[src/hw/dmm_reg_pkg.sv]
//////////////////////////////////////////////////
// spi register map of the meter control FPGA
// a frame is one command byte then 32 data bits, MSB first
// only addresses 0 to 3 exist, the rest read as zero
//////////////////////////////////////////////////

package dmm_reg_pkg;

  //////////////////////////////////////////////////
  // frame layout

  // command byte, bit 7 selects write, bits 3:0 address
  localparam int CMD_W = 8;
  localparam int CMD_WR_BIT = 7;

  // data bits per frame, also the register width
  localparam int DATA_W = 32;

  // whole frame, command first
  localparam int FRAME_W = CMD_W + DATA_W;

  // address field in the low bits of the command byte
  localparam int ADDR_W = 4;

  //////////////////////////////////////////////////
  // register addresses

  // led scratch register, read back only
  localparam logic [ADDR_W-1:0] ADDR_LED = 4'd0;
  // bit 0 routes cs2 through to the 4094 chain
  localparam logic [ADDR_W-1:0] ADDR_SPI_MUX = 4'd1;
  // low 2 bits pick the conditioning output source
  localparam logic [ADDR_W-1:0] ADDR_MODE = 4'd2;
  // value shown on the outputs in direct mode
  localparam logic [ADDR_W-1:0] ADDR_DIRECT = 4'd3;

  // one register write, valid is a single clk strobe
  typedef struct packed {
    logic [ADDR_W-1:0] addr;
    logic [DATA_W-1:0] data;
    logic              valid;
  } reg_write_t;

endpackage

[src/hw/dmm_cond_pkg.sv]
//////////////////////////////////////////////////
// conditioning output bundle and its source modes
// field order follows the board pin grouping, top bit first
//////////////////////////////////////////////////

package dmm_cond_pkg;

  // total bundle width, 4x4 mux lines + 8 monitor + 5 singles
  localparam int COND_W = 29;

  // one analog mux: enable on top, then address 2..0
  typedef struct packed {
    logic       en;
    logic [2:0] addr;
  } mux_ctl_t;

  //////////////////////////////////////////////////
  // bundle, from the top bit down
  typedef struct packed {
    logic       spi_interrupt;
    logic       meas_complete;
    logic       cmpr_latch;
    // adc current switches sw3..sw0
    logic [3:0] adc_sw;
    // monitor header mon7..mon0
    logic [7:0] monitor;
    logic       led;
    // signal pre-charge switch
    logic       precharge;
    mux_ctl_t   himux2;
    mux_ctl_t   himux;
    // lowest nibble
    mux_ctl_t   azmux;
  } cond_out_t;

  // output source, held in the low bits of the mode register
  typedef enum logic [1:0] {
    ZEROS   = 2'd0,
    ONES    = 2'd1,
    PATTERN = 2'd2,
    DIRECT  = 2'd3
  } mode_e;

endpackage

[src/hw/spi_frame_rx.sv]
//////////////////////////////////////////////////
// spi slave frame decoder, sampled by clk
// sck needs at least 4 clk high and 4 clk low
// write strobe comes SYNC_STAGES+1 clk after cs rises
// SYNC_STAGES must be 2 or more
//////////////////////////////////////////////////
`timescale 1ns/1ps

module spi_frame_rx #(
  parameter int SYNC_STAGES = 2
) (
  input  logic                              clk,
  input  logic                              rst_n,
  input  logic                              sck,
  input  logic                              cs,
  input  logic                              mosi,
  input  logic [dmm_reg_pkg::DATA_W-1:0]    rd_data,
  output dmm_reg_pkg::reg_write_t           wr,
  output logic [dmm_reg_pkg::ADDR_W-1:0]    rd_addr,
  output logic                              miso
);

  // counter saturates one past a full frame so long frames stay invalid
  localparam int CNT_W = $clog2(dmm_reg_pkg::FRAME_W + 2);
  localparam logic [CNT_W-1:0] CNT_MAX = CNT_W'(dmm_reg_pkg::FRAME_W + 1);
  localparam logic [CNT_W-1:0] CNT_CMD = CNT_W'(dmm_reg_pkg::CMD_W);
  localparam logic [CNT_W-1:0] CNT_FRAME = CNT_W'(dmm_reg_pkg::FRAME_W);

  logic [SYNC_STAGES-1:0] sck_sync;
  logic [SYNC_STAGES-1:0] cs_sync;
  logic [SYNC_STAGES-1:0] mosi_sync;
  logic sck_s, cs_s, mosi_s;
  logic sck_d, cs_d;
  logic active, sck_rise, sck_fall, cs_rise;
  logic [CNT_W-1:0] bit_cnt;
  logic [dmm_reg_pkg::FRAME_W-1:0] frame_sr;
  logic [dmm_reg_pkg::DATA_W-1:0] tx_sr;
  logic wr_valid;
  logic [dmm_reg_pkg::ADDR_W-1:0] wr_addr;
  logic [dmm_reg_pkg::DATA_W-1:0] wr_data;

  //////////////////////////////////////////////////
  // pin synchronizers, cs idles high
  always_ff @(posedge clk)
  begin
    if (!rst_n)
    begin
      sck_sync  <= '0;
      cs_sync   <= '1;
      mosi_sync <= '0;
      sck_d     <= 1'b0;
      cs_d      <= 1'b1;
    end
    else
    begin
      sck_sync  <= {sck_sync[SYNC_STAGES-2:0], sck};
      cs_sync   <= {cs_sync[SYNC_STAGES-2:0], cs};
      mosi_sync <= {mosi_sync[SYNC_STAGES-2:0], mosi};
      sck_d     <= sck_s;
      cs_d      <= cs_s;
    end
  end

  assign sck_s  = sck_sync[SYNC_STAGES-1];
  assign cs_s   = cs_sync[SYNC_STAGES-1];
  assign mosi_s = mosi_sync[SYNC_STAGES-1];

  // edges only count inside a frame
  assign active   = ~cs_s;
  assign sck_rise = active & sck_s & ~sck_d;
  assign sck_fall = active & ~sck_s & sck_d;
  assign cs_rise  = cs_s & ~cs_d;

  // bits seen in this frame, cleared between frames
  always_ff @(posedge clk)
  begin
    if (!rst_n || !active)
      bit_cnt <= '0;
    else if (sck_rise && bit_cnt != CNT_MAX)
      bit_cnt <= bit_cnt + 1'b1;
  end

  // mosi shift, command ends up in the top byte after 40 bits
  always_ff @(posedge clk)
  begin
    if (sck_rise)
      frame_sr <= {frame_sr[dmm_reg_pkg::FRAME_W-2:0], mosi_s};
  end

  // address is known at the 8th rising sck, low 3 bits already shifted in
  always_ff @(posedge clk)
  begin
    if (!rst_n)
      rd_addr <= '0;
    else if (sck_rise && bit_cnt == CNT_CMD - 1'b1)
      rd_addr <= {frame_sr[dmm_reg_pkg::ADDR_W-2:0], mosi_s};
  end

  //////////////////////////////////////////////////
  // read data out, loaded on the 8th falling sck and
  // shifted on each later fall so the master samples on rise
  always_ff @(posedge clk)
  begin
    if (!rst_n || !active)
      tx_sr <= '0;
    else if (sck_fall && bit_cnt == CNT_CMD)
      // write frames send zeros back
      tx_sr <= frame_sr[dmm_reg_pkg::CMD_WR_BIT] ? '0 : rd_data;
    else if (sck_fall && bit_cnt > CNT_CMD)
      tx_sr <= {tx_sr[dmm_reg_pkg::DATA_W-2:0], 1'b0};
  end

  assign miso = tx_sr[dmm_reg_pkg::DATA_W-1];

  // write commits on cs rise, only for exactly 40 bits
  always_ff @(posedge clk)
  begin
    if (!rst_n)
      wr_valid <= 1'b0;
    else
      wr_valid <= cs_rise && bit_cnt == CNT_FRAME
                  && frame_sr[dmm_reg_pkg::DATA_W + dmm_reg_pkg::CMD_WR_BIT];
  end

  always_ff @(posedge clk)
  begin
    if (cs_rise)
    begin
      wr_addr <= frame_sr[dmm_reg_pkg::DATA_W +: dmm_reg_pkg::ADDR_W];
      wr_data <= frame_sr[dmm_reg_pkg::DATA_W-1:0];
    end
  end

  always_comb
  begin
    wr.addr  = wr_addr;
    wr.data  = wr_data;
    wr.valid = wr_valid;
  end

  // one strobe per frame, cs must drop and rise again for the next
  a_wr_single_pulse : assert property (@(posedge clk) disable iff (!rst_n)
    wr.valid |=> !wr.valid);

endmodule

[src/hw/spi_reg_bank.sv]
//////////////////////////////////////////////////
// control register bank and 4094 spi pass-through
// writes to unmapped addresses are dropped
// pass-through path is combinational from the pins
//////////////////////////////////////////////////
`timescale 1ns/1ps

module spi_reg_bank (
  input  logic                                clk,
  input  logic                                rst_n,
  input  dmm_reg_pkg::reg_write_t             wr,
  input  logic [dmm_reg_pkg::ADDR_W-1:0]      rd_addr,
  output logic [dmm_reg_pkg::DATA_W-1:0]      rd_data,
  output dmm_cond_pkg::mode_e                 mode,
  output logic [dmm_cond_pkg::COND_W-1:0]     direct,
  input  logic                                sck,
  input  logic                                mosi,
  input  logic                                cs2,
  input  logic                                u4094_din,
  input  logic                                frame_miso,
  output logic                                g4094_clk,
  output logic                                g4094_data,
  output logic                                g4094_strobe,
  output logic                                miso
);

  logic [dmm_reg_pkg::DATA_W-1:0] reg_led;
  logic [dmm_reg_pkg::DATA_W-1:0] reg_spi_mux;
  logic [dmm_reg_pkg::DATA_W-1:0] reg_mode;
  logic [dmm_reg_pkg::DATA_W-1:0] reg_direct;
  logic route_4094;

  //////////////////////////////////////////////////
  // register writes, one strobe from the frame decoder
  always_ff @(posedge clk)
  begin
    if (!rst_n)
    begin
      reg_led     <= '0;
      reg_spi_mux <= '0;
      reg_mode    <= '0;
      reg_direct  <= '0;
    end
    else if (wr.valid)
    begin
      case (wr.addr)
        dmm_reg_pkg::ADDR_LED:     reg_led     <= wr.data;
        dmm_reg_pkg::ADDR_SPI_MUX: reg_spi_mux <= wr.data;
        dmm_reg_pkg::ADDR_MODE:    reg_mode    <= wr.data;
        dmm_reg_pkg::ADDR_DIRECT:  reg_direct  <= wr.data;
        // 4 to 15 have no storage
        default: ;
      endcase
    end
  end

  // read mux, full 32 bits back so the mcu can verify writes
  always_comb
  begin
    case (rd_addr)
      dmm_reg_pkg::ADDR_LED:     rd_data = reg_led;
      dmm_reg_pkg::ADDR_SPI_MUX: rd_data = reg_spi_mux;
      dmm_reg_pkg::ADDR_MODE:    rd_data = reg_mode;
      dmm_reg_pkg::ADDR_DIRECT:  rd_data = reg_direct;
      default:                   rd_data = '0;
    endcase
  end

  // only the low bits drive the output mux
  assign mode   = dmm_cond_pkg::mode_e'(reg_mode[1:0]);
  assign direct = reg_direct[dmm_cond_pkg::COND_W-1:0];

  //////////////////////////////////////////////////
  // 4094 chain shares sck/mosi/miso with the register port
  // route needs the enable bit and cs2 asserted
  assign route_4094 = reg_spi_mux[0] & ~cs2;

  // strobe is active high, held for the whole cs2 window
  assign g4094_strobe = route_4094;
  assign g4094_clk    = route_4094 & sck;
  assign g4094_data   = route_4094 & mosi;

  // chain tail feeds miso back while routed
  assign miso = route_4094 ? u4094_din : frame_miso;

  // chain must never latch while the route is off
  a_strobe_needs_route : assert property (@(posedge clk) disable iff (!rst_n)
    g4094_strobe |-> (reg_spi_mux[0] && !cs2));

endmodule

[src/hw/cond_output_mux.sv]
//////////////////////////////////////////////////
// source select for the 29 conditioning outputs
// pattern counter runs from reset in every mode
//////////////////////////////////////////////////
`timescale 1ns/1ps

module cond_output_mux (
  input  logic                              clk,
  input  logic                              rst_n,
  input  dmm_cond_pkg::mode_e               mode,
  input  logic [dmm_cond_pkg::COND_W-1:0]   direct,
  output dmm_cond_pkg::cond_out_t           cond
);

  logic [dmm_cond_pkg::COND_W-1:0] pattern_cnt;
  logic [dmm_cond_pkg::COND_W-1:0] cond_sel;

  //////////////////////////////////////////////////
  // free running test pattern, wraps at 2^29
  // bit 0 toggles azmux a0 every clk, handy on a scope
  always_ff @(posedge clk)
  begin
    if (!rst_n)
      pattern_cnt <= '0;
    else
      pattern_cnt <= pattern_cnt + 1'b1;
  end

  // output source by mode
  always_comb
  begin
    case (mode)
      dmm_cond_pkg::ZEROS:   cond_sel = '0;
      dmm_cond_pkg::ONES:    cond_sel = '1;
      dmm_cond_pkg::PATTERN: cond_sel = pattern_cnt;
      dmm_cond_pkg::DIRECT:  cond_sel = direct;
      default:               cond_sel = '0;
    endcase
  end

  // flat vector onto the named bundle fields
  assign cond = dmm_cond_pkg::cond_out_t'(cond_sel);

  // mcu owns every pin in direct mode, checked against the register bank value
  a_direct_passes : assert property (@(posedge clk) disable iff (!rst_n)
    (mode == dmm_cond_pkg::DIRECT) |-> (cond == direct));

endmodule

[src/hw/dmm_ctrl_top.sv]
//////////////////////////////////////////////////
// meter control FPGA top, single clk domain
// cs selects the register port, cs2 the 4094 chain
// 4094 output enable is tied on
//////////////////////////////////////////////////
`timescale 1ns/1ps

module dmm_ctrl_top #(
  parameter int SYNC_STAGES = 2
) (
  input  logic                      clk,
  input  logic                      rst_n,
  // mcu spi
  input  logic                      sck,
  input  logic                      cs,
  input  logic                      cs2,
  input  logic                      mosi,
  output logic                      miso,
  // 4094 chain
  input  logic                      u4094_din,
  output logic                      g4094_clk,
  output logic                      g4094_data,
  output logic                      g4094_strobe,
  output logic                      g4094_oe,
  // conditioning pins
  output dmm_cond_pkg::cond_out_t   cond
);

  dmm_reg_pkg::reg_write_t wr;
  logic [dmm_reg_pkg::ADDR_W-1:0] rd_addr;
  logic [dmm_reg_pkg::DATA_W-1:0] rd_data;
  logic frame_miso;
  dmm_cond_pkg::mode_e mode;
  logic [dmm_cond_pkg::COND_W-1:0] direct;

  // outputs enabled from power up
  assign g4094_oe = 1'b1;

  //////////////////////////////////////////////////
  // frame decoder, then registers, then output mux
  spi_frame_rx #(
    .SYNC_STAGES (SYNC_STAGES)
  ) spi_frame_rx_i (
    .clk     (clk),
    .rst_n   (rst_n),
    .sck     (sck),
    .cs      (cs),
    .mosi    (mosi),
    .rd_data (rd_data),
    .wr      (wr),
    .rd_addr (rd_addr),
    .miso    (frame_miso)
  );

  spi_reg_bank spi_reg_bank_i (
    .clk          (clk),
    .rst_n        (rst_n),
    .wr           (wr),
    .rd_addr      (rd_addr),
    .rd_data      (rd_data),
    .mode         (mode),
    .direct       (direct),
    .sck          (sck),
    .mosi         (mosi),
    .cs2          (cs2),
    .u4094_din    (u4094_din),
    .frame_miso   (frame_miso),
    .g4094_clk    (g4094_clk),
    .g4094_data   (g4094_data),
    .g4094_strobe (g4094_strobe),
    .miso         (miso)
  );

  cond_output_mux cond_output_mux_i (
    .clk    (clk),
    .rst_n  (rst_n),
    .mode   (mode),
    .direct (direct),
    .cond   (cond)
  );

endmodule

[config.mk]
export PLATFORM = sky130hd
export DESIGN_NAME = dmm_ctrl_top
export DESIGN_NICKNAME = d
export VERILOG_FILES = /design/src/hw/dmm_reg_pkg.sv /design/src/hw/dmm_cond_pkg.sv /design/src/hw/spi_frame_rx.sv /design/src/hw/spi_reg_bank.sv /design/src/hw/cond_output_mux.sv /design/src/hw/dmm_ctrl_top.sv
export SDC_FILE = /design/constraint.sdc
export NUM_CORES = 1
export LEC_CHECK = 0
export ABC_CLOCK_PERIOD_IN_PS = 6650
export BUFFER_PORTS_ARGS = -buffer_cell sky130_fd_sc_hd__buf_2
export CORE_MARGIN = 10
export CORE_UTILIZATION = 32
export DETAILED_ROUTE_END_ITERATION = 8
export HOLD_SLACK_MARGIN = 0.06
export PLACE_DENSITY = 0.57
export SLEW_MARGIN = 40
export SYNTH_ARGS = -nofsm -noshare
export SYNTH_HDL_FRONTEND = slang
export SYNTH_SLANG_ARGS = --single-unit
export TNS_END_PERCENT = 10
[constraint.sdc]
create_clock -name clk -period 6.65 [get_ports clk]
set_input_delay 0.9975 -clock clk [delete_from_list [all_inputs] [get_ports clk]]
set_output_delay 0.9975 -clock clk [all_outputs]
set_load 0.05 [all_outputs]
== Word-level counts from Yosys, hierarchy flattened ==
Cells that the tools add are included.
Cells by class
  add/subtract/negate cells: 2
  magnitude comparators: 1
  equal/unequal tests: 13
  mux-type cells: 6
  bitwise operators: 13
  reductions and logical operators: 16
Operators by type and width (number)
  $pmux 32 s4: 1
  $pmux 29 s4: 1
  $mux 32: 3
  $add 29x1->29 const B: 1
  $eq 4x2->1 const B: 4
  $and 1x1->1: 8
  $eq 4x1->1 const B: 2
  $logic_not 4->1: 2
  $reduce_and 2->1: 4
  $add 6x1->6 const B: 1
  $eq 6x3->1 const B: 1
  $eq 6x4->1 const B: 1
  $eq 6x6->1 const B: 1
  $gt 6x4->1 const B: 1
  $logic_and 1x1->1: 6
  $ne 6x6->1 const B: 1
  $not 1->1: 5
  $eq 2x2->1 const B: 2
  $eq 2x1->1 const B: 1
  $logic_not 2->1: 1
  $reduce_bool 2->1: 1
  $logic_not 1->1: 1
  $logic_or 1x1->1: 1
  $mux 1: 1
Word-level totals
  register bits: 284
  input bits: 7
  output and inout port bits: 34
  logic and storage cells: 68

== Logic depth before layout (Yosys ltp) ==
Gate-level depths: netlist of run 1.
  depth after elaboration: 6
  mapped depth: 7
  mapped depth without buffers: 5

== By module ==
Synthesis of run 1 repeated with hierarchy kept, for this count alone.
Unflattened totals
  cells, all modules: 1181
  area, all modules: 12192.9 um^2
By module, submodules not included
  spi_reg_bank: instances 1, cells each 601, area an instance 5794.3 um^2, seq. area each 2562.5 um^2
  spi_frame_rx: instances 1, cells each 324, area an instance 4568.1 um^2, seq. area each 3303.2 um^2
  cond_output_mux: instances 1, cells each 254, area an instance 1819.2 um^2, seq. area each 580.6 um^2
  dmm_ctrl_top: instances 1, cells each 2, area an instance 11.3 um^2, seq. area each 0.0 um^2

== Worst setup path before layout of run 1 ==
Ideal clock, no wire load.
  kind: register to register
  from: register spi_frame_rx_i.cs_sync[1]
  to: register spi_frame_rx_i.bit_cnt[0]
  library setup time: 0.115 ns
  arrival: 4.144 ns
  data required time: 6.535 ns
  slack: 2.391 ns
  cell stages (with the launch flop): 5
  buffers on the path: 0
  clock period less this slack: 4.259 ns
  cells stage by stage: dfxtp_1 nor3b_1 a21boi_0 xnor2_1 nor2_1
On the way
  word-level cells in the longest chain between the ends: 4
  elaborated cells between the ends (all ways): 5
  classes of those cells: bitwise: 3; reduce/logical: 2
RTL lines
  start: declaration: RTL line spi_frame_rx.sv:30  | logic [SYNC_STAGES-1:0] cs_sync;
  start signal: assignment: RTL line spi_frame_rx.sv:57  | cs_sync <= {cs_sync[SYNC_STAGES-2:0], cs};
  $not 1->1: RTL line spi_frame_rx.sv:69  | assign active = ~cs_s;
  $and 1x1->1 (2 in a row): RTL line spi_frame_rx.sv:70  | assign sck_rise = active & sck_s & ~sck_d;
  via spi_frame_rx_i.sck_rise: RTL line spi_frame_rx.sv:34  | logic active, sck_rise, sck_fall, cs_rise;
  $logic_and 1x1->1: RTL line spi_frame_rx.sv:79  | else if (sck_rise && bit_cnt != CNT_MAX)
  end signal: assignment: RTL line spi_frame_rx.sv:80  | bit_cnt <= bit_cnt + 1'b1;
  end: declaration: RTL line spi_frame_rx.sv:35  | logic [CNT_W-1:0] bit_cnt;
The timed path passes the listed nets, and every way through them passes these cells.
A chain may end at the register's enable or synchronous reset.

==> flow_summary_export.csv, run 1 <==
group,metric,value,unit
clocking,cts_tree,"built",
timing,fin_skew,0.00784,ns
placed_design,place_congestion,0.800,
synth,yosysTopAreaCellShare,0.358,
worst_setup_path,end_kind,"output pin",
floorplanning,ios,41,
timing,post-route-period-util,0.455,
routing,via_per_inst,5.12,
pwr,irDropWorstVdd,0.132,mV
pwr,p_int,2790,uW
pwr,leakage,0.00423,uW
synth,netlist_instances,1194,
timing,finalSetupViolCount,0,
timing,fmax,331,MHz
synth,ys_ff_latch,284,
pwr,seq_power_share,0.508,
min_path,holdCritPathClass,"reg2reg",
routing,firstDrtPassIters,5,
timing,maxSlewViolCount,0,
cells_and_area,antennaDiodeCount,0,
global_route,grt-ovfl-total,0,
global_route,grt_pass1_wl,46100,um
worst_setup_path,worst-path-max-fanout,60,
clocking,clockBufferDepth,3,
clocking,cts_resized,0,
clocking,path_clk_slew,0.06,ns
worst_setup_path,worstPathRequired,5.65,ns
clocking,numCtsBuffers,30,
clocking,postCtsSetupRepairBufs,0,
synth,yosysWarnings,0,
routing,wl,29200,um
timing,tns,0,ns
synth,synth_area,11600,sq um
global_route,antenna_found_initial,2,
clocking,worst_skew_pair.late_latency,0.55,ns
pwr,power_density,267,nW/um^2
outcome,status,"finished, final reports clean",
clocking,hold_buffers,0,
synth,synth-main-ff-cell,"dfxtp_1",
routing,vias,8533,
floorplanning,dieArea,44400,sq um
cells_and_area,drive_gt1_frac,0.152,
global_route,grt_max_degree,99,
synth,ys_async_sr_fraction,0,
routing,antenna_left,0,
synth,yosys-top-cells-area,"dfxtp_1 (36%), edfxtp_1 (20%), nand2_1 (8.6%)",
floorplanning,dieWidth,211,um
routing,wl_per_cell,17.5,um
pwr,p_comb_frac,0.010,
clocking,cts-htree-levels,1,
run,cap_violations,0,
clocking,clock_sinks,284,
placed_design,hpwl,17600,um
global_route,grt_pass1_vias,8168,
pwr,netSwitchingFraction,0.209,
cells_and_area,finalNetCount,1192,
cells_and_area,fin_util,0.368,
synth,yosysSeqAreaShare,0.554,
clocking,root_buffer,"clkbuf_16",
timing,worst_slew_pin_slew,0.846,ns
timing,period_needed,3.02,ns
timing,rsz0062_at_grt,"false",
synth,yosysTopAreaCell,"dfxtp_1",
worst_setup_path,worstSetupPathType,"reg2out",
routing,detail_route.iter0.violations,680,
floorplanning,coreArea,35700,sq um
pwr,pwr-share-clk,0.483,
synth,synth_nets,1205,
worst_setup_path,worst_setup_path_start_kind,"flip-flop",
synth,synth_edf_count,76,
synth,postSynthAreaPerCell,9.74,sq um
timing,relSlewSlack,0.436,
cells_and_area,syn2layout_area_growth,13.2,%
global_route,track_usage,0.129,
floorplanning,start_util,0.325,
pwr,switching_power,735,uW
timing,hold_viol,0,
placed_design,port_buffers,39,
floorplanning,die_height,211,um
synth,synth_cell_type_count,49,
worst_setup_path,arrival,2.03,ns
routing,drcViolationCount,0,
floorplanning,fp-row-count,69,
Yosys cell counts, types with 3 or more instances:
| cell type | count |
|---|---|
| nand2_1 | 266 |
| dfxtp_1 | 208 |
| a21oi_1 | 170 |
| edfxtp_1 | 76 |
| clkbuf_1 | 70 |
| inv_1 | 63 |
| nand3_1 | 47 |
| nand4_1 | 42 |
| mux4_2 | 32 |
| a31oi_1 | 29 |
| o211ai_2 | 29 |
| nor2_1 | 27 |
| buf_2 | 14 |
| and2_1 | 10 |
| xnor2_1 | 10 |
| xor2_1 | 10 |
| o21ai_0 | 9 |
| or3_1 | 9 |
| and4_1 | 7 |
| and3_1 | 6 |
| buf_1 | 6 |
| ha_1 | 4 |
| mux2i_1 | 4 |
| buf_6 | 3 |
| nand2b_1 | 3 |
| nor2b_1 | 3 |
| nor3_1 | 3 |
through the flow:
step | setup WS [ns] | hold slack [ns] | power (uW) | instance area [sq um] | std cells
final | 3.63 | 0.408 | 3520 | 13200 | 1666
after global routing | 3.50 | 0.442 | 3630 | 13200 | 1666
after CTS | 3.59 | 0.413 | 3560 | 13200 | 1666
after detailed placement | 3.62 | 0.394 | 1860 | 12100 | 1610
after global placement | 3.28 | 0.395 | 1860 | 12100 | 1610
after floorplan | 2.39 | 0.386 | 1850 | 11600 | 1194
critical path, stage by stage (launching register included):
cell	delay (ns)
dfxtp_4	0.75
a21oi_1	0.13
a31oi_1	0.27
buf_2	0.32
power groups by stage:
stage | registers (uW) | logic (uW) | clock network (uW)
after global routing | 1790 | 37.4 | 1810
after detailed placement | 1820 | 34.6 | 0
after global placement | 1830 | 34.1 | 0
after CTS | 1790 | 34.8 | 1740
final | 1790 | 34.3 | 1700
after floorplan | 1820 | 24.6 | 0
sequential cells by signal, indices dropped and copies added, names as in the netlist, 4 cells and up:
name and count:
cond_output_mux_i.pattern_cnt 29, spi_reg_bank_i.reg_led 32, spi_reg_bank_i.reg_spi_mux 32, spi_reg_bank_i.reg_direct 32, spi_frame_rx_i.wr_addr 4, spi_frame_rx_i.tx_sr 32, spi_reg_bank_i.reg_mode 32, spi_frame_rx_i.rd_addr 4
spi_frame_rx_i.bit_cnt 6, spi_frame_rx_i.frame_sr 40, spi_frame_rx_i.wr_data 32
logic make-up after synthesis:
logic type                 Yosys count  synth area share
and+or+nand+nor                    442             0.174
muxes                               37            0.0664
AOI/OAI and AO/OA                  246             0.130
xor gates and xnor gates            20            0.0151
buffers and inverters              160            0.0555
adders and majority gates            4           0.00430
other                                1          0.000322
DFF                                284             0.554
cells in the final DEF (no fill, tap or decap), types with 3 or more instances in the layout:
master	synthesis	final
mux4_2	32	32
xor2_1	10	10
ha_1	4	4
and2_1	10	9
o211ai_2	29	29
nand2_1	266	264
buf_2	14	39
a21oi_1	170	170
o21ai_0	9	9
clkbuf_8	0	4
and4_1	7	7
mux2i_1	4	4
buf_4	1	10
nand4_1	42	42
or3_1	9	9
nor3_1	3	3
xnor2_1	10	10
nor2_1	27	26
a31oi_1	29	29
clkinv_2	0	8
and3_1	6	5
clkbuf_16	0	32
nand3_1	47	47
dfxtp_1	208	205
nand2b_1	3	3
edfxtp_1	76	76
inv_1	63	63
metal layers:
metal / track usage / vias to the layer above / share of wire
li1: - / 4130 / -
met5: 0 / - / 0.00045
met3: 0.0221 / 47 / 0.064
met2: 0.194 / 242 / 0.43
met1: 0.186 / 4112 / 0.48
met4: 0.0345 / 2 / 0.019
area by class of cell:
cell class	count	area, sq um
Fill cell	3609	22600
Tap cell	461	577
Timing Repair Buffer	50	282
Clock inverter	17	149
Sequential cell	284	6450
Clock buffer	39	871
Multi-Input combinational cell	750	4580
Inverter	65	246
worst paths after layout:
check	from	end	slack [ns]	cells past startpoint
max	spi_reg_bank_i.reg_mode[1]	cond[17]	3.63	3
min	spi_frame_rx_i.cs_sync[0]	spi_frame_rx_i.cs_sync[1]	0.41	1
max reg2reg	spi_frame_rx_i.bit_cnt[3]	spi_frame_rx_i.tx_sr[1]	4.18	4
min reg2reg	spi_frame_rx_i.cs_sync[0]	spi_frame_rx_i.cs_sync[1]	0.41	1
Note: power is estimated with default switching activity, not from simulation.
==> run 2, diff against run 1 <==
--- a/config.mk
+++ b/config.mk
@@ -5,13 +5,13 @@
 export SDC_FILE = /design/constraint.sdc
 export NUM_CORES = 1
 export LEC_CHECK = 0
-export ABC_CLOCK_PERIOD_IN_PS = 6650
+export ABC_CLOCK_PERIOD_IN_PS = 2520
 export BUFFER_PORTS_ARGS = -buffer_cell sky130_fd_sc_hd__buf_2
 export CORE_MARGIN = 10
 export CORE_UTILIZATION = 32
 export DETAILED_ROUTE_END_ITERATION = 8
 export HOLD_SLACK_MARGIN = 0.06
-export PLACE_DENSITY = 0.57
+export PLACE_DENSITY = 0.58
 export SLEW_MARGIN = 40
 export SYNTH_ARGS = -nofsm -noshare
 export SYNTH_HDL_FRONTEND = slang
==> constraint.sdc (replaced) <==
create_clock -name clk -period 2.52 [get_ports clk]
set_input_delay 0.378 -clock clk [delete_from_list [all_inputs] [get_ports clk]]
set_output_delay 0.378 -clock clk [all_outputs]
set_load 0.05 [all_outputs]
==> run 2 against run 1 <==
Core utilization is 0.49 points higher. Die area unchanged. Setup slack got worse by 3.4 ns. Routed wire length is 2.5% lower. Flip-flop and latch count stayed put. Worst hold slack worse by 0.33 ns. Critical endpoint is now cond[3].
==> flow_summary_export.csv, run 2 (same netlist as run 1, synthesis figures left out) <==
group,metric,value,unit
cells_and_area,largest_register_ffs,40,
routing,wl_per_cell,16.9,um
clocking,path_clk_slew,0.06,ns
worst_setup_path,crit_path_cell_trace,"buf_4 > a21oi_1 > a31oi_1 > buf_2",
pwr,leakage,0.00432,uW
cells_and_area,final_cell_mix,"nand2_1 (266), dfxtp_1 (205), a21oi_1 (170), edfxtp_1 (76), inv_1 (63)",
timing,maxSlewViolCount,0,
placed_design,post-place-ws,0.412,ns
cells_and_area,largest-register,"spi_frame_rx_i.frame_sr",
clocking,postCtsSetupRepairBufs,0,
clocking,cts_tree,"built",
clocking,cts-htree-levels,1,
cells_and_area,drive_gt1_frac,0.153,
worst_setup_path,worstSetupPathType,"reg2out",
routing,drcViolationCount,0,
timing,finalSetupViolCount,0,
run,cap_violations,0,
worst_setup_path,worst-path-max-fanout,22,
timing,relSlewSlack,0.469,
routing,wl,28500,um
timing,fmax,445,MHz
min_path,hp-start,"sck",
routing,firstDrtPassIters,5,
min_path,holdCritPathClass,"in2reg",
timing,post-route-period-util,0.892,
floorplanning,die_height,211,um
worst_setup_path,worstPathRequired,2.14,ns
cells_and_area,finalNetCount,1212,
worst_setup_path,cpPeakStageDelay,0.49,ns
routing,antenna_left,0,
worst_setup_path,slowest_stage,"dfxtp_4",
worst_setup_path,r2r_setup_slack,0.38,ns
routing,highest_layer,"met4",
global_route,grt_max_degree,161,
clocking,numCtsBuffers,30,
worst_setup_path,arrival,1.87,ns
cells_and_area,syn2layout_area_growth,14.7,%
clocking,worst_skew_pair.late_latency,0.55,ns
placed_design,port_buffers,39,
routing,detail_route.iter0.violations,709,
routing,via_per_inst,5.06,
clocking,root_buffer,"clkbuf_16",
floorplanning,ios,41,
worst_setup_path,worst_setup_path_start_kind,"flip-flop",
timing,worst_slew_pin_slew,0.797,ns
timing,period_needed,2.25,ns
timing,hold_viol,0,
global_route,grt-ovfl-total,0,
floorplanning,dieWidth,211,um
global_route,grt_pass1_wl,45500,um
worst_setup_path,end_kind,"output pin",
global_route,grt_pass1_vias,8112,
routing,wl_met3,1780,um
cells_and_area,antennaDiodeCount,0,
routing,vias,8538,
worst_setup_path,startpoint,"spi_reg_bank_i.reg_mode[1]",
floorplanning,start_util,0.325,
pwr,power_density,697,nW/um^2
routing,wl_met1,13500,um
timing,fin_skew,0.0150,ns
floorplanning,dieArea,44400,sq um
clocking,clockBufferDepth,3,
clocking,clock_sinks,284,
routing,wl_met2,12700,um
cells_and_area,fin_util,0.373,
timing,whs,0.0757,ns
placed_design,place_congestion,0.799,
timing,rsz0062_at_grt,"false",
worst_setup_path,rr_startpoint,"spi_frame_rx_i.cs_sync[1]",
outcome,status,"finished, final reports clean",
pwr,irDropWorstVdd,0.514,mV
floorplanning,fp-row-count,69,
floorplanning,coreArea,35700,sq um
global_route,track_usage,0.125,
global_route,antenna_found_initial,0,
timing,setup_slack,0.272,ns
cells_and_area,final_common_cell,"nand2_1",
placed_design,hpwl,17600,um
## run 2: cell count changes in the layout (fill, tap and decap cells not counted), moves of 2 or more
cell	change
buf_4	+16
clkbuf_1	+6
buf_12	+4
clkinv_2	-4
clkinv_1	+2
nand2_1	+2
## run 2: where the power goes
group | switching [uW] | internal (uW)
sequential | 25.3 | 4690
combinational | 75.3 | 22.2
clock | 1750 | 2730
total | 1850 | 7440
## run 2: path summary, 6_finish.rpt
path,to,cells past startpoint
max,cond[3],4
min,spi_frame_rx_i.sck_sync[0],2
max reg2reg,spi_frame_rx_i.tx_sr[28],4
min reg2reg,spi_frame_rx_i.frame_sr[39],0
## run 2: layout make-up
cell class                 instances  area [sq um]
multi-input combinational        750          4560
inverter                          65           246
clock buffer                      44           886
sequential                       284          6450
tap                              461           577
timing repair buffer              70           480
clock inverter                    12           133
fill                            3551         22400
## run 2: repair_timing
action | 4_1_cts | 5_1_grt
endpoints found under the setup margin | 0 | 1
hold buffers | 1 | 0
hold endpoints to repair | 1 | 0
gates resized for setup | 0 | 1
## run 2: metal layers
layer,global-route usage,up-vias
met2,0.194,224
met1,0.174,4094
met3,0.0251,34
met5,0,-
li1,-,4186
met4,0.0367,0
## run 2: per-stage QoR
stage                     instance area, sq um  std cells  total power, uW  TNS [ns]
after floorplan                          11600       1194             4870     -1.85
after global placement                   12300       1629             4910         0
after detailed placement                 12300       1629             4910         0
after CTS                                13300       1686             9400         0
after global routing                     13300       1686             9620         0
final                                    13300       1686             9290         0
## run 2: critical path: cells and delay by family, from the launching register on
family | cells | cell delay (ns)
AO/OA/AOI/OAI | 2 | 0.27
buffers and inverters | 2 | 0.56
flip-flops | 1 | 0.49
==> run 3, diff against run 2 <==
--- a/config.mk
+++ b/config.mk
@@ -7,11 +7,12 @@
 export LEC_CHECK = 0
 export ABC_CLOCK_PERIOD_IN_PS = 2520
 export BUFFER_PORTS_ARGS = -buffer_cell sky130_fd_sc_hd__buf_2
+export CAP_MARGIN = 20
 export CORE_MARGIN = 10
-export CORE_UTILIZATION = 32
+export CORE_UTILIZATION = 55
 export DETAILED_ROUTE_END_ITERATION = 8
 export HOLD_SLACK_MARGIN = 0.06
-export PLACE_DENSITY = 0.58
+export PLACE_DENSITY = 0.85
 export SLEW_MARGIN = 40
 export SYNTH_ARGS = -nofsm -noshare
 export SYNTH_HDL_FRONTEND = slang
==> run 3 against run 2 <==
Non-clock buffer count shrank 5. Routed wire length shrank 3.6%. Total power decreased by 2.7%. Global-route usage grew 7.1 points. Clock power shrank 5.6%.
==> flow_summary_export.csv, run 3 (same netlist as run 1, synthesis figures left out) <==
group,metric,value,unit
timing,post-route-period-util,0.884,
routing,wl_per_cell,18.4,um
timing,maxSlewViolCount,0,
worst_setup_path,slowest_stage,"mux2_2",
clocking,postCtsSetupRepairBufs,0,
cells_and_area,syn2layout_area_growth,11.5,%
timing,fmax,449,MHz
pwr,pwr-share-clk,0.468,
worst_setup_path,end_kind,"output pin",
worst_setup_path,critPathBufInv,1,
min_path,holdCritPathClass,"in2reg",
placed_design,place_inst,1438,
timing,fin_skew,0.00776,ns
clocking,clock_sinks,284,
worst_setup_path,crit_path_cell_trace,"nor2b_1 > mux2_2 > buf_2",
clocking,clockBufferDepth,3,
timing,setup_slack,0.291,ns
cells_and_area,largest_register_ffs,40,
outcome,status,"finished, final reports clean",
routing,via_per_inst,5.93,
pwr,p_int,7220,uW
worst_setup_path,arrival,1.85,ns
routing,drcViolationCount,0,
clocking,cts_resized,0,
timing,worst_slew_pin_slew,0.778,ns
pwr,irDropWorstVdd,0.606,mV
worst_setup_path,cpPeakStageDelay,0.38,ns
routing,antenna_left,0,
global_route,track_usage,0.196,
global_route,antenna_found_initial,0,
pwr,leakage,0.00426,uW
global_route,grt_pass1_vias,8614,
cells_and_area,final_cells,1491,
timing,hold_viol,0,
clocking,cts-htree-levels,1,
pwr,switching_power,1820,uW
pwr,seq_power_share,0.522,
worst_setup_path,worstPathRequired,2.14,ns
pwr,power_density,698,nW/um^2
floorplanning,start_util,0.557,
timing,period_needed,2.23,ns
global_route,grt_pass1_wl,43600,um
timing,finalSetupViolCount,0,
clocking,numCtsBuffers,28,
worst_setup_path,crit_family,"multiplexers",
floorplanning,dieArea,27400,sq um
cells_and_area,final_cell_mix,"nand2_1 (266), dfxtp_1 (205), a21oi_1 (170), edfxtp_1 (76), inv_1 (63)",
global_route,grt_max_degree,74,
clocking,cts_tree,"built",
pwr,p_comb_frac,0.010,
global_route,grt-ovfl-total,0,
cells_and_area,largest-register,"spi_frame_rx_i.frame_sr",
floorplanning,dieWidth,165,um
routing,detail_route.iter0.violations,1222,
cells_and_area,final_common_cell,"nand2_1",
routing,firstDrtPassIters,7,
placed_design,port_buffers,39,
run,cap_violations,0,
clocking,root_buffer,"clkbuf_16",
placed_design,place_congestion,0.796,
worst_setup_path,worst_setup_path_start_kind,"flip-flop",
timing,whs,0.105,ns
worst_setup_path,worstSetupPathType,"reg2out",
timing,relSlewSlack,0.481,
clocking,hold_buffers,1,
placed_design,post-place-ws,0.476,ns
floorplanning,coreArea,20900,sq um
timing,rsz0062_at_grt,"false",
worst_setup_path,worst-path-max-fanout,4,
placed_design,hpwl,16600,um
floorplanning,fp-row-count,53,
cells_and_area,antennaDiodeCount,0,
clocking,path_clk_slew,0.06,ns
floorplanning,die_height,165,um
cells_and_area,drive_gt1_frac,0.150,
routing,vias,8841,
pwr,netSwitchingFraction,0.201,
routing,wl,27500,um
clocking,worst_skew_pair.late_latency,0.54,ns
floorplanning,ios,41,
cells_and_area,finalNetCount,1205,
-- run 3: cell type report --
class | count | area [sq um]
multi-input cells | 750 | 4560
clock buffers | 36 | 787
fillers | 1613 | 7930
clock inverters | 16 | 155
repair buffers | 65 | 418
inverters | 65 | 246
flip-flops and latches | 284 | 6450
well taps | 275 | 344
-- run 3: power by group through the flow --
stage	Sequential (uW)	Combinational [uW]	Clock, uW
finish	4720	92.1	4230
global route	4720	100	4470
CTS	4720	90.8	4290
detailed placement	4820	89.8	0
global placement	4820	87.7	0
floorplan	4810	65.3	0
-- run 3: path summary, 6_finish.rpt --
check,from,end,slack (ns),cells after the start
setup / recovery,spi_reg_bank_i.reg_spi_mux[0],miso,0.29,3
setup reg to reg,spi_frame_rx_i.cs_sync[1],spi_frame_rx_i.tx_sr[1],0.42,4
hold reg to reg,spi_frame_rx_i.frame_sr[37],spi_frame_rx_i.frame_sr[38],0.42,0
hold / removal,sck,spi_frame_rx_i.sck_sync[0],0.11,2
-- run 3: per-layer routing --
metal | routed length (um) | GRT usage
met1 | 11500 | 0.260
met5 | 0 | 0
met3 | 2300 | 0.0290
met4 | 748 | 0.0730
met2 | 13000 | 0.321
-- run 3: metrics by stage --
step / setup TNS (ns) / utilization / total power (uW) / cell area [sq um]
6_report: 0 / 0.620 / 9040 / 13000
5_1_grt: 0 / 0.620 / 9290 / 13000
4_1_cts: 0 / 0.620 / 9100 / 13000
3_5_place_dp: 0 / 0.575 / 4910 / 12000
3_3_place_gp: 0 / 0.575 / 4900 / 12000
2_1_floorplan: -1.85 / - / 4870 / 11600
